`src/verilog/pad_geom_pkg.sv`:
```
/*
 * Block geometry for the mirror-padding DMA: buffer sizes, the nine block
 * kinds and the descriptor that travels from the sequencer to the datapath
 */
package pad_geom_pkg;

    localparam int BLK_DIM = 4;  // Source words per block edge
    localparam int BUF_DIM = 5;  // Block plus one pad word

    typedef logic [5:0] width_t;
    typedef logic [5:0] blk_idx_t;
    typedef logic [2:0] lane_idx_t;
    typedef logic [2:0] col_idx_t;

    typedef enum logic [3:0] {TL, TR, BL, BR, T, B, L, R, INNER} blk_kind_e;

    typedef struct packed {
        blk_idx_t  bx;
        blk_idx_t  by;
        blk_kind_e kind;
    } blk_desc_t;

    // Which sides of the matrix a block touches
    function automatic logic is_top(input blk_kind_e k);
        return k inside {TL, TR, T};
    endfunction

    function automatic logic is_bottom(input blk_kind_e k);
        return k inside {BL, BR, B};
    endfunction

    function automatic logic is_left(input blk_kind_e k);
        return k inside {TL, BL, L};
    endfunction

    function automatic logic is_right(input blk_kind_e k);
        return k inside {TR, BR, R};
    endfunction

endpackage

```
`src/verilog/mem_bus_pkg.sv`:
```
/*
 * Memory bus types shared by the reader, the writer and the row lanes
 */
package mem_bus_pkg;

    localparam int unsigned WORD_BYTES = 4;

    typedef logic [31:0] addr_t;
    typedef logic [31:0] word_t;
    typedef logic [3:0]  burst_len_t;  // Beats minus one

    // One buffer row with index 0 as the leftmost column
    typedef word_t [4:0] lane_row_t;

endpackage

```
`src/verilog/lane_fill_if.sv`:
```
/*
 * Beat path from the block reader into the five buffer row lanes.
 * A lane stores the word when wr_en is high and lane_sel names it.
 */
`timescale 1ns/1ps

interface lane_fill_if;
    import mem_bus_pkg::*;
    import pad_geom_pkg::*;

    logic      wr_en;
    lane_idx_t lane_sel;  // Target buffer row
    col_idx_t  col;
    word_t     data;

    modport reader (output wr_en, lane_sel, col, data);
    modport lane   (input  wr_en, lane_sel, col, data);

endinterface

```
`src/verilog/block_sequencer.sv`:
```
/*
 * Job control for the padding DMA. Latches the job on start, walks the
 * 4x4 blocks in row-major order and steps each through fetch, pad and write.
 */
`timescale 1ns/1ps

module block_sequencer (
    input  logic                    clk,
    input  logic                    rst_n,
    input  mem_bus_pkg::addr_t      src_addr_i,
    input  mem_bus_pkg::addr_t      dst_addr_i,
    input  pad_geom_pkg::width_t    mat_width_i,
    input  logic                    start_i,
    output logic                    done_o,
    output mem_bus_pkg::addr_t      src_addr_o,
    output mem_bus_pkg::addr_t      dst_addr_o,
    output pad_geom_pkg::width_t    width_o,
    output pad_geom_pkg::blk_desc_t desc_o,
    output logic                    fetch_start_o,
    input  logic                    fetch_done_i,
    output logic                    pad_step_o,
    output logic                    write_start_o,
    input  logic                    write_done_i
);
    import mem_bus_pkg::*;
    import pad_geom_pkg::*;

    typedef enum logic [1:0] {S_IDLE, S_FETCH, S_PAD, S_WRITE} state_e;

    state_e    state_q;
    addr_t     src_q;
    addr_t     dst_q;
    width_t    width_q;
    blk_idx_t  last_q;  // Index of the last block per row and column
    blk_desc_t desc_q;
    logic      job_ok;
    logic      accept;
    blk_idx_t  next_bx;
    blk_idx_t  next_by;

    // Corners first, then edges
    function automatic blk_kind_e classify(input blk_idx_t bx, input blk_idx_t by,
                                           input blk_idx_t last);
        logic top, bot, lft, rgt;
        top = (by == '0);
        bot = (by == last);
        lft = (bx == '0);
        rgt = (bx == last);
        if (top && lft)      return TL;
        else if (top && rgt) return TR;
        else if (bot && lft) return BL;
        else if (bot && rgt) return BR;
        else if (top)        return T;
        else if (bot)        return B;
        else if (lft)        return L;
        else if (rgt)        return R;
        return INNER;
    endfunction

    // A single block cannot be padded, so at least two per side
    assign job_ok  = (mat_width_i[1:0] == 2'b00) && (mat_width_i >= width_t'(2 * BLK_DIM));
    assign accept  = (state_q == S_IDLE) && start_i && job_ok;
    assign next_bx = (desc_q.bx == last_q) ? '0 : desc_q.bx + 6'd1;
    assign next_by = (desc_q.bx == last_q) ? desc_q.by + 6'd1 : desc_q.by;

    always_ff @(posedge clk) begin
        fetch_start_o <= 1'b0;
        pad_step_o    <= 1'b0;
        write_start_o <= 1'b0;
        if (!rst_n) begin
            state_q <= S_IDLE;
            done_o  <= 1'b1;
            desc_q  <= '0;
        end else begin
            case (state_q)
                S_IDLE: if (accept) begin
                    done_o        <= 1'b0;
                    desc_q        <= '{bx: '0, by: '0, kind: TL};
                    fetch_start_o <= 1'b1;
                    state_q       <= S_FETCH;
                end
                S_FETCH: if (fetch_done_i) begin
                    pad_step_o <= 1'b1;
                    state_q    <= S_PAD;
                end
                S_PAD: begin
                    write_start_o <= 1'b1;
                    state_q       <= S_WRITE;
                end
                S_WRITE: if (write_done_i) begin
                    if (desc_q.bx == last_q && desc_q.by == last_q) begin
                        done_o  <= 1'b1;
                        state_q <= S_IDLE;
                    end else begin
                        desc_q        <= '{bx: next_bx, by: next_by,
                                           kind: classify(next_bx, next_by, last_q)};
                        fetch_start_o <= 1'b1;
                        state_q       <= S_FETCH;
                    end
                end
                default: state_q <= S_IDLE;
            endcase
        end
    end

    // Job configuration
    always_ff @(posedge clk) begin
        if (accept) begin
            src_q   <= src_addr_i;
            dst_q   <= dst_addr_i;
            width_q <= mat_width_i;
            last_q  <= (mat_width_i >> 2) - 6'd1;
        end
    end

    assign src_addr_o = src_q;
    assign dst_addr_o = dst_q;
    assign width_o    = width_q;
    assign desc_o     = desc_q;

endmodule

```
`src/verilog/block_reader.sv`:
```
/*
 * Fetches one source block as four 4-beat read bursts, one per block row,
 * and steers each beat to its lane and column in the block buffer
 */
`timescale 1ns/1ps

module block_reader #(
    parameter int ADDR_W = 32,
    parameter int DATA_W = 32
) (
    input  logic                    clk,
    input  logic                    rst_n,
    input  logic                    fetch_start_i,
    input  mem_bus_pkg::addr_t      src_addr_i,
    input  pad_geom_pkg::width_t    width_i,
    input  pad_geom_pkg::blk_desc_t desc_i,
    output logic                    fetch_done_o,
    lane_fill_if.reader             fill,
    output mem_bus_pkg::addr_t      araddr_o,
    output logic                    arvalid_o,
    input  logic                    arready_i,
    input  mem_bus_pkg::word_t      rdata_i,
    input  logic                    rlast_i,
    input  logic                    rvalid_i,
    output logic                    rready_o
);
    import mem_bus_pkg::*;
    import pad_geom_pkg::*;

    logic [1:0] row_q;   // Block row being fetched
    logic [1:0] beat_q;
    logic       ar_fire;
    logic       r_fire;

    if (ADDR_W != $bits(addr_t) || DATA_W != $bits(word_t)) begin : g_width_check
        $error("block_reader bus widths differ from mem_bus_pkg");
    end

    // Byte address of source row 4*by+k, column 4*bx
    function automatic addr_t row_addr(input logic [1:0] k);
        addr_t src_row, src_col;
        src_row = desc_i.by * BLK_DIM;
        src_row = src_row + k;
        src_col = desc_i.bx * BLK_DIM;
        return src_addr_i + (src_row * width_i + src_col) * WORD_BYTES;
    endfunction

    assign ar_fire      = arvalid_o & arready_i;
    assign r_fire       = rvalid_i & rready_o;
    assign fetch_done_o = r_fire & rlast_i & (row_q == 2'd3);

    // Top and left blocks leave row 0 / column 0 free for the pad
    assign fill.wr_en    = r_fire;
    assign fill.lane_sel = lane_idx_t'(row_q) + (is_top(desc_i.kind) ? 3'd1 : 3'd0);
    assign fill.col      = col_idx_t'(beat_q) + (is_left(desc_i.kind) ? 3'd1 : 3'd0);
    assign fill.data     = rdata_i;

    always_ff @(posedge clk) begin
        if (!rst_n) begin
            arvalid_o <= 1'b0;
            rready_o  <= 1'b0;
            row_q     <= '0;
            beat_q    <= '0;
        end else if (fetch_start_i) begin
            row_q     <= '0;
            arvalid_o <= 1'b1;
        end else if (ar_fire) begin
            arvalid_o <= 1'b0;
            rready_o  <= 1'b1;
            beat_q    <= '0;
        end else if (r_fire) begin
            beat_q <= beat_q + 2'd1;
            if (rlast_i) begin
                rready_o <= 1'b0;
                if (row_q != 2'd3) begin
                    row_q     <= row_q + 2'd1;
                    arvalid_o <= 1'b1;  // Next row request
                end
            end
        end
    end

    always_ff @(posedge clk) begin
        if (fetch_start_i)
            araddr_o <= row_addr(2'd0);
        else if (r_fire && rlast_i)
            araddr_o <= row_addr(row_q + 2'd1);
    end

endmodule

```
`src/verilog/pad_row_lane.sv`:
```
/*
 * One row of the 5x5 block buffer. Stores read beats addressed to it and
 * applies the reflective pad of its row in a single step.
 */
`timescale 1ns/1ps

module pad_row_lane #(
    parameter int LANE_INDEX = 0
) (
    input  logic                    clk,
    input  logic                    rst_n,
    lane_fill_if.lane               fill,
    input  logic                    pad_step_i,
    input  pad_geom_pkg::blk_desc_t desc_i,
    input  mem_bus_pkg::lane_row_t  mirror_i,
    output mem_bus_pkg::lane_row_t  row_o
);
    import mem_bus_pkg::*;
    import pad_geom_pkg::*;

    lane_row_t row_q;
    lane_row_t base;
    lane_row_t padded;
    logic      hit;
    logic      use_mirror;

    assign hit = fill.wr_en && (fill.lane_sel == lane_idx_t'(LANE_INDEX));

    // Outer pad rows copy the row two away from the edge
    assign use_mirror = (LANE_INDEX == 0 && is_top(desc_i.kind)) ||
                        (LANE_INDEX == BUF_DIM - 1 && is_bottom(desc_i.kind));
    assign base = use_mirror ? mirror_i : row_q;

    always_comb begin
        padded = base;
        if (is_left(desc_i.kind))
            padded[0] = base[2];
        if (is_right(desc_i.kind))
            padded[BUF_DIM-1] = base[2];
    end

    always_ff @(posedge clk) begin
        if (!rst_n)
            row_q <= '0;
        else if (pad_step_i)
            row_q <= padded;
        else if (hit)
            row_q[fill.col] <= fill.data;
    end

    assign row_o = row_q;

endmodule

```
`src/verilog/block_writer.sv`:
```
/*
 * Writes the padded block to the destination, one burst per output row.
 * Each row waits for its write response before the next address goes out.
 */
`timescale 1ns/1ps

module block_writer #(
    parameter int ADDR_W = 32,
    parameter int DATA_W = 32
) (
    input  logic                       clk,
    input  logic                       rst_n,
    input  logic                       write_start_i,
    input  mem_bus_pkg::addr_t         dst_addr_i,
    input  pad_geom_pkg::width_t       width_i,
    input  pad_geom_pkg::blk_desc_t    desc_i,
    input  mem_bus_pkg::lane_row_t [pad_geom_pkg::BUF_DIM-1:0] rows_i,
    output logic                       write_done_o,
    output mem_bus_pkg::addr_t         awaddr_o,
    output mem_bus_pkg::burst_len_t    awlen_o,
    output logic                       awvalid_o,
    input  logic                       awready_i,
    output mem_bus_pkg::word_t         wdata_o,
    output logic                       wlast_o,
    output logic                       wvalid_o,
    input  logic                       wready_i,
    input  logic                       bvalid_i,
    output logic                       bready_o
);
    import mem_bus_pkg::*;
    import pad_geom_pkg::*;

    lane_idx_t row_q;     // Output row and source lane
    lane_idx_t last_row;
    col_idx_t  beat_q;
    logic      top_k;
    logic      left_k;
    logic      aw_fire;
    logic      w_fire;
    logic      b_fire;

    if (ADDR_W != $bits(addr_t) || DATA_W != $bits(word_t)) begin : g_width_check
        $error("block_writer bus widths differ from mem_bus_pkg");
    end

    assign top_k  = is_top(desc_i.kind);
    assign left_k = is_left(desc_i.kind);

    // Pad rows and columns widen the block to five
    assign last_row = (top_k || is_bottom(desc_i.kind)) ? lane_idx_t'(BUF_DIM - 1)
                                                        : lane_idx_t'(BLK_DIM - 1);
    assign awlen_o  = (left_k || is_right(desc_i.kind)) ? burst_len_t'(BUF_DIM - 1)
                                                        : burst_len_t'(BLK_DIM - 1);

    // Row i lands at padded row r0+i, column c0, pitch W+2
    function automatic addr_t row_addr(input lane_idx_t i);
        addr_t pad_row, pad_col, pitch;
        pad_row = desc_i.by * BLK_DIM;
        pad_row = pad_row + i + (top_k ? 0 : 1);
        pad_col = desc_i.bx * BLK_DIM;
        pad_col = pad_col + (left_k ? 0 : 1);
        pitch   = width_i + 2;
        return dst_addr_i + (pad_row * pitch + pad_col) * WORD_BYTES;
    endfunction

    assign aw_fire = awvalid_o & awready_i;
    assign w_fire  = wvalid_o & wready_i;
    assign b_fire  = bvalid_i & bready_o;

    assign wdata_o      = rows_i[row_q][beat_q];
    assign wlast_o      = wvalid_o & (burst_len_t'(beat_q) == awlen_o);
    assign write_done_o = b_fire & (row_q == last_row);

    always_ff @(posedge clk) begin
        if (!rst_n) begin
            awvalid_o <= 1'b0;
            wvalid_o  <= 1'b0;
            bready_o  <= 1'b0;
            row_q     <= '0;
            beat_q    <= '0;
        end else if (write_start_i) begin
            row_q     <= '0;
            awvalid_o <= 1'b1;
        end else if (aw_fire) begin
            awvalid_o <= 1'b0;
            wvalid_o  <= 1'b1;
            beat_q    <= '0;
        end else if (w_fire) begin
            beat_q <= beat_q + 3'd1;
            if (wlast_o) begin
                wvalid_o <= 1'b0;
                bready_o <= 1'b1;  // Hold until the response
            end
        end else if (b_fire) begin
            bready_o <= 1'b0;
            if (row_q != last_row) begin
                row_q     <= row_q + 3'd1;
                awvalid_o <= 1'b1;
            end
        end
    end

    always_ff @(posedge clk) begin
        if (write_start_i)
            awaddr_o <= row_addr('0);
        else if (b_fire)
            awaddr_o <= row_addr(row_q + 3'd1);
    end

endmodule

```
`src/verilog/pad_dma_top.sv`:
```
/*
 * Mirror-padding DMA engine. Copies a WxW word matrix into a (W+2)x(W+2)
 * reflected copy over valid/ready read and write channels.
 */
`timescale 1ns/1ps

module pad_dma_top #(
    parameter int ADDR_W = 32,
    parameter int DATA_W = 32
) (
    input  logic                    clk,
    input  logic                    rst_n,
    input  logic [ADDR_W-1:0]       src_addr_i,
    input  logic [ADDR_W-1:0]       dst_addr_i,
    input  pad_geom_pkg::width_t    mat_width_i,
    input  logic                    start_i,
    output logic                    done_o,
    // Read channels
    output logic [ADDR_W-1:0]       araddr_o,
    output logic                    arvalid_o,
    input  logic                    arready_i,
    input  logic [DATA_W-1:0]       rdata_i,
    input  logic                    rlast_i,
    input  logic                    rvalid_i,
    output logic                    rready_o,
    // Write channels
    output logic [ADDR_W-1:0]       awaddr_o,
    output mem_bus_pkg::burst_len_t awlen_o,
    output logic                    awvalid_o,
    input  logic                    awready_i,
    output logic [DATA_W-1:0]       wdata_o,
    output logic                    wlast_o,
    output logic                    wvalid_o,
    input  logic                    wready_i,
    input  logic                    bvalid_i,
    output logic                    bready_o
);
    import mem_bus_pkg::*;
    import pad_geom_pkg::*;

    addr_t                   src_addr;
    addr_t                   dst_addr;
    width_t                  width;
    blk_desc_t               desc;
    logic                    fetch_start;
    logic                    fetch_done;
    logic                    pad_step;
    logic                    write_start;
    logic                    write_done;
    lane_row_t [BUF_DIM-1:0] lane_rows;

    lane_fill_if i_fill ();

    block_sequencer i_seq (
        .clk           (clk),
        .rst_n         (rst_n),
        .src_addr_i    (src_addr_i),
        .dst_addr_i    (dst_addr_i),
        .mat_width_i   (mat_width_i),
        .start_i       (start_i),
        .done_o        (done_o),
        .src_addr_o    (src_addr),
        .dst_addr_o    (dst_addr),
        .width_o       (width),
        .desc_o        (desc),
        .fetch_start_o (fetch_start),
        .fetch_done_i  (fetch_done),
        .pad_step_o    (pad_step),
        .write_start_o (write_start),
        .write_done_i  (write_done)
    );

    block_reader #(.ADDR_W(ADDR_W), .DATA_W(DATA_W)) i_reader (
        .clk           (clk),
        .rst_n         (rst_n),
        .fetch_start_i (fetch_start),
        .src_addr_i    (src_addr),
        .width_i       (width),
        .desc_i        (desc),
        .fetch_done_o  (fetch_done),
        .fill          (i_fill),
        .araddr_o      (araddr_o),
        .arvalid_o     (arvalid_o),
        .arready_i     (arready_i),
        .rdata_i       (rdata_i),
        .rlast_i       (rlast_i),
        .rvalid_i      (rvalid_i),
        .rready_o      (rready_o)
    );

    // Lane 2 holds the rows two away from the top and bottom pads
    for (genvar g = 0; g < BUF_DIM; g++) begin : g_lane
        pad_row_lane #(.LANE_INDEX(g)) i_lane (
            .clk        (clk),
            .rst_n      (rst_n),
            .fill       (i_fill),
            .pad_step_i (pad_step),
            .desc_i     (desc),
            .mirror_i   (lane_rows[2]),
            .row_o      (lane_rows[g])
        );
    end

    block_writer #(.ADDR_W(ADDR_W), .DATA_W(DATA_W)) i_writer (
        .clk           (clk),
        .rst_n         (rst_n),
        .write_start_i (write_start),
        .dst_addr_i    (dst_addr),
        .width_i       (width),
        .desc_i        (desc),
        .rows_i        (lane_rows),
        .write_done_o  (write_done),
        .awaddr_o      (awaddr_o),
        .awlen_o       (awlen_o),
        .awvalid_o     (awvalid_o),
        .awready_i     (awready_i),
        .wdata_o       (wdata_o),
        .wlast_o       (wlast_o),
        .wvalid_o      (wvalid_o),
        .wready_i      (wready_i),
        .bvalid_i      (bvalid_i),
        .bready_o      (bready_o)
    );

endmodule

```
`config.mk`:
```
export PLATFORM = sky130hd
export DESIGN_NAME = pad_dma_top
export DESIGN_NICKNAME = d
export VERILOG_FILES = /design/src/verilog/pad_geom_pkg.sv /design/src/verilog/mem_bus_pkg.sv /design/src/verilog/lane_fill_if.sv /design/src/verilog/block_sequencer.sv /design/src/verilog/block_reader.sv /design/src/verilog/pad_row_lane.sv /design/src/verilog/block_writer.sv /design/src/verilog/pad_dma_top.sv
export SDC_FILE = /design/constraint.sdc
export NUM_CORES = 2
export LEC_CHECK = 0
export BUFFER_PORTS_ARGS = -buffer_cell sky130_fd_sc_hd__buf_2
export CAP_MARGIN = 20
export CORE_MARGIN = 2
export CORE_UTILIZATION = 40
export CTS_BUF_LIST = sky130_fd_sc_hd__clkbuf_2
export CTS_CLUSTER_DIAMETER = 80
export CTS_CLUSTER_SIZE = 40
export DETAILED_ROUTE_END_ITERATION = 8
export SETUP_SLACK_MARGIN = 0.05
export SYNTH_ARGS = -nofsm -noshare
export SYNTH_HDL_FRONTEND = slang
export SYNTH_SLANG_ARGS = --single-unit
```
`constraint.sdc`:
```
create_clock -name clk -period 8.6 [get_ports clk]
set_clock_uncertainty 0.2 [all_clocks]
set_input_delay 2.58 -clock clk [delete_from_list [all_inputs] [get_ports clk]]
set_output_delay 2.58 -clock clk [all_outputs]
set_load 0.005 [all_outputs]
```
==> results.json <==
{
  "drt_iter0_drc": 7081,
  "slowest_stage": "fa_1",
  "end_kind": "flip-flop",
  "die_w_um": 380,
  "r2r_slack_ns": 0.47,
  "slew_violations": 0,
  "hpwl_um": 125000,
  "period_share": 0.945,
  "clkTransAtPathRegs_ns": 0.60,
  "io_buffers": 216,
  "grt_pass1_wl_um": 322000,
  "crit_path_max_incr_delay_ns": 0.55,
  "final_cells": 8287,
  "area_delta_synth_final_pct": 7.04,
  "grt_usage": 0.295,
  "clkPwrFrac": 0.314,
  "cellLeakagePower_nw": 21.1,
  "max_freq_mhz": 123,
  "yosysWarnings": 0,
  "setup_tns_ns": 0,
  "slew_headroom": 0.148,
  "grt_max_degree": 199,
  "antenna_found_initial": 22,
  "met2_usage": 0.438,
  "rr_endpoint": "i_writer.awaddr_o[27]",
  "p_total_mw": 7.95,
  "cts_tree": "done",
  "grt_pass1_vias": 48542,
  "whs_path_depth": 2,
  "seq_area_frac_synth": 0.371,
  "place_inst": 8149,
  "cp.arrival_ns": 9.27,
  "dieArea_um2": 144000,
  "worst_slew_pin_slew_ns": 1.28,
  "cp-start-kind": "flip-flop",
  "grtUsageMet1": 0.408,
  "drc": 0,
  "vias": 52048,
  "postRouteWirelength_um": 221000,
  "drt_first_pass_iters": 8,
  "drive_gt1_frac": 0.118,
  "setup_viol": 0,
  "htreeDepth": 2,
  "p_sw_mw": 2.47,
  "ant_nets": 0,
  "avgSynthCellArea_um2": 8.69,
  "critPathMaxFanout": 7,
  "synth.cell_area_um2": 56400,
  "numCtsBuffers": 61,
  "grt.met3_usage": 0.0619,
  "gp_congestion": 0.904,
  "postSynthCellCount": 6494,
  "synthArstFlopShare": 0,
  "clockBufferDepth": 3,
  "finalHoldViolCount": 0,
  "chipHeight_um": 380,
  "grt_busiest_layer": "met2",
  "vdd_ir_drop_max_v": 0.000120,
  "clock_latency_ns": 1.86,
  "holdCritPathClass": "flip-flop to flip-flop",
  "post-route-min-period_ns": 8.13,
  "path_class": "flip-flop to flip-flop",
  "overflow": 0,
  "internal_power_mw": 5.48,
  "ys_ff_latch": 976,
  "initial_core_util": 0.404,
  "ff2ff_path_depth": 30,
  "r2r_start": "i_writer.row_q[0]",
  "synth_edf_count": 139,
  "io_pins": 218,
  "num_rows": 137,
  "nets": 6769,
  "cts_num_sinks": 976,
  "hold-path-endpoint": "g_lane[1].i_lane.row_o[159]",
  "core_um2": 140000,
  "synth_top_flop_cell": "dfxtp_1",
  "seqPwrFrac": 0.602,
  "synth.distinct_cells": 91,
  "post-cts-setup-buffer-count": 0,
  "wl_per_cell_um": 26.7,
  "max_cap_viol_count": 0,
  "clk_root_buffer_cell": "clkbuf_2",
  "power_frac_comb": 0.083,
  "sw_frac_of_total": 0.311,
  "cpMostUsedCell": "ha_1",
  "p_per_area_nw_per_um2": 132,
  "hp-start": "g_lane[1].i_lane.row_o[95]",
  "via_per_inst": 6.28,
  "rsz0062_at_grt": "true",
  "status": "completed",
  "required_ns": 9.74
}
through the flow:
step / hold slack [ns] / utilization / setup WS (ns) / area [µm²]
after floorplan: 0.200 / - / 0.940 / 56500
after global placement: 0.202 / 0.423 / 0.399 / 59100
after detailed placement: 0.207 / 0.423 / 0.326 / 59100
after CTS: 0.147 / 0.432 / 0.230 / 60300
after global routing: 0.232 / 0.432 / -0.00942 / 60400
final: 0.183 / 0.432 / 0.471 / 60400
critical path: cells and delay by family, from the launching register on:
family                   cells  cell delay [ns]
AO/OA/AOI/OAI                9             1.97
XOR/XNOR                     3             0.71
adder cells (fa/ha/maj)      9             3.39
buffers and inverters        3             0.15
flip-flops                   1             0.44
AND/OR/NAND/NOR              6             1.04
cell type report:
type                       instances  area [µm²]
sequential                       976       21000
clock buffer                      62         310
fill                           13809       79300
timing repair buffer             331        2040
clock inverter                    54         917
antenna                           21        52.6
inverter                         210         798
multi-input combinational       4757       33000
tap                             1876        2350
power by group through the flow:
stage / sequential [mW] / combinational [mW] / clock, mW
finish: 4.79 / 0.661 / 2.50
global route: 4.80 / 0.720 / 2.69
CTS: 4.79 / 0.646 / 2.54
detailed placement: 4.84 / 0.643 / 0
global placement: 4.84 / 0.636 / 0
floorplan: 4.83 / 0.439 / 0
per-layer routing:
layer  routed length [µm]  share of wire
met3                26200           0.12
met2                94100           0.43
met1                89400           0.40
met4                11200          0.051
met5                   94        0.00043
repair_timing:
item	in CTS	in global routing
resized for setup	0	10
hold buffers	0	0
endpoints found under the setup margin	0	13
cell usage after synthesis, drive strengths merged (60+ instances only):
library cell,number,area [µm²]
dfxtp,837,16800
a21oi,802,4010
nand2,766,2880
nor2,733,2750
clkbuf,490,1840
o21ai,307,1540
a211oi,295,2220
inv,208,781
ha,205,2560
mux4,160,3600
edfxtp,139,4170
mux2i,135,1350
fa,116,2320
a221oi,108,946
a22oi,95,713
xnor2,85,763
nor2b,83,519
nor3,79,405
nor3b,69,528
buf,68,320
o22ai,68,425
xor2,67,587
and2,60,375
worst max-delay path by stage:
stage / start / endpoint / slack, ns / depth (start not counted)
floorplan: i_writer.row_q[0] / i_writer.awaddr_o[27] / 0.94 / 32
global placement: i_writer.row_q[0] / i_writer.awaddr_o[22] / 0.40 / 30
detailed placement: i_writer.row_q[0] / i_writer.awaddr_o[28] / 0.33 / 29
CTS: i_writer.row_q[0] / i_writer.awaddr_o[28] / 0.23 / 29
global route: i_writer.row_q[0] / i_writer.awaddr_o[23] / -0.009 / 31
finish: i_writer.row_q[0] / i_writer.awaddr_o[27] / 0.47 / 30
kinds of logic (layout without fill, tap and decap cells):
family	after synthesis	count (layout)	share of synthesized area
multiplexers	342	342	0.0972
flip-flops	976	976	0.371
buffers and inverters	768	657	0.0523
AND/OR/NAND/NOR	1979	1979	0.153
AO/OA/AOI/OAI	1954	1954	0.216
adder cells (fa/ha/maj)	321	321	0.0866
other	2	30	0.000133
XOR/XNOR	152	152	0.0239
flip-flops by register name, summed over array words and instances, names as in the netlist, 5 cells and up:
name,count
i_writer.awaddr_o,32
i_seq.dst_addr_o,32
i_reader.araddr_o,32
i_seq.last_q,5
g_lane.i_lane.row_o,800
i_seq.width_o,6
i_seq.src_addr_o,32
i_seq.desc_o,16
placed cells by master, fill, tap and decap left out, types with 17 or more instances in the layout:
cell type,instances
o221ai_1,58
xor2_1,67
nand3_1,43
edfxtp_1,139
clkbuf_2,62
mux2_2,47
inv_1,205
nor3_1,77
xnor2_1,84
a21o_1,32
o22a_1,27
ha_1,205
diode_2,21
buf_2,215
o21bai_1,52
buf_4,108
mux2i_1,135
dfxtp_1,831
nor3b_1,67
mux4_2,160
fa_1,116
nor2_4,17
nand2b_1,56
a22oi_1,95
a21oi_1,800
and2_1,58
a211oi_1,293
a222oi_1,20
nand2_1,749
o22ai_1,68
nor2_1,716
a221oi_1,106
nor2b_1,80
o21ai_0,303
No activity file was read; power rests on OpenSTA's default activity.
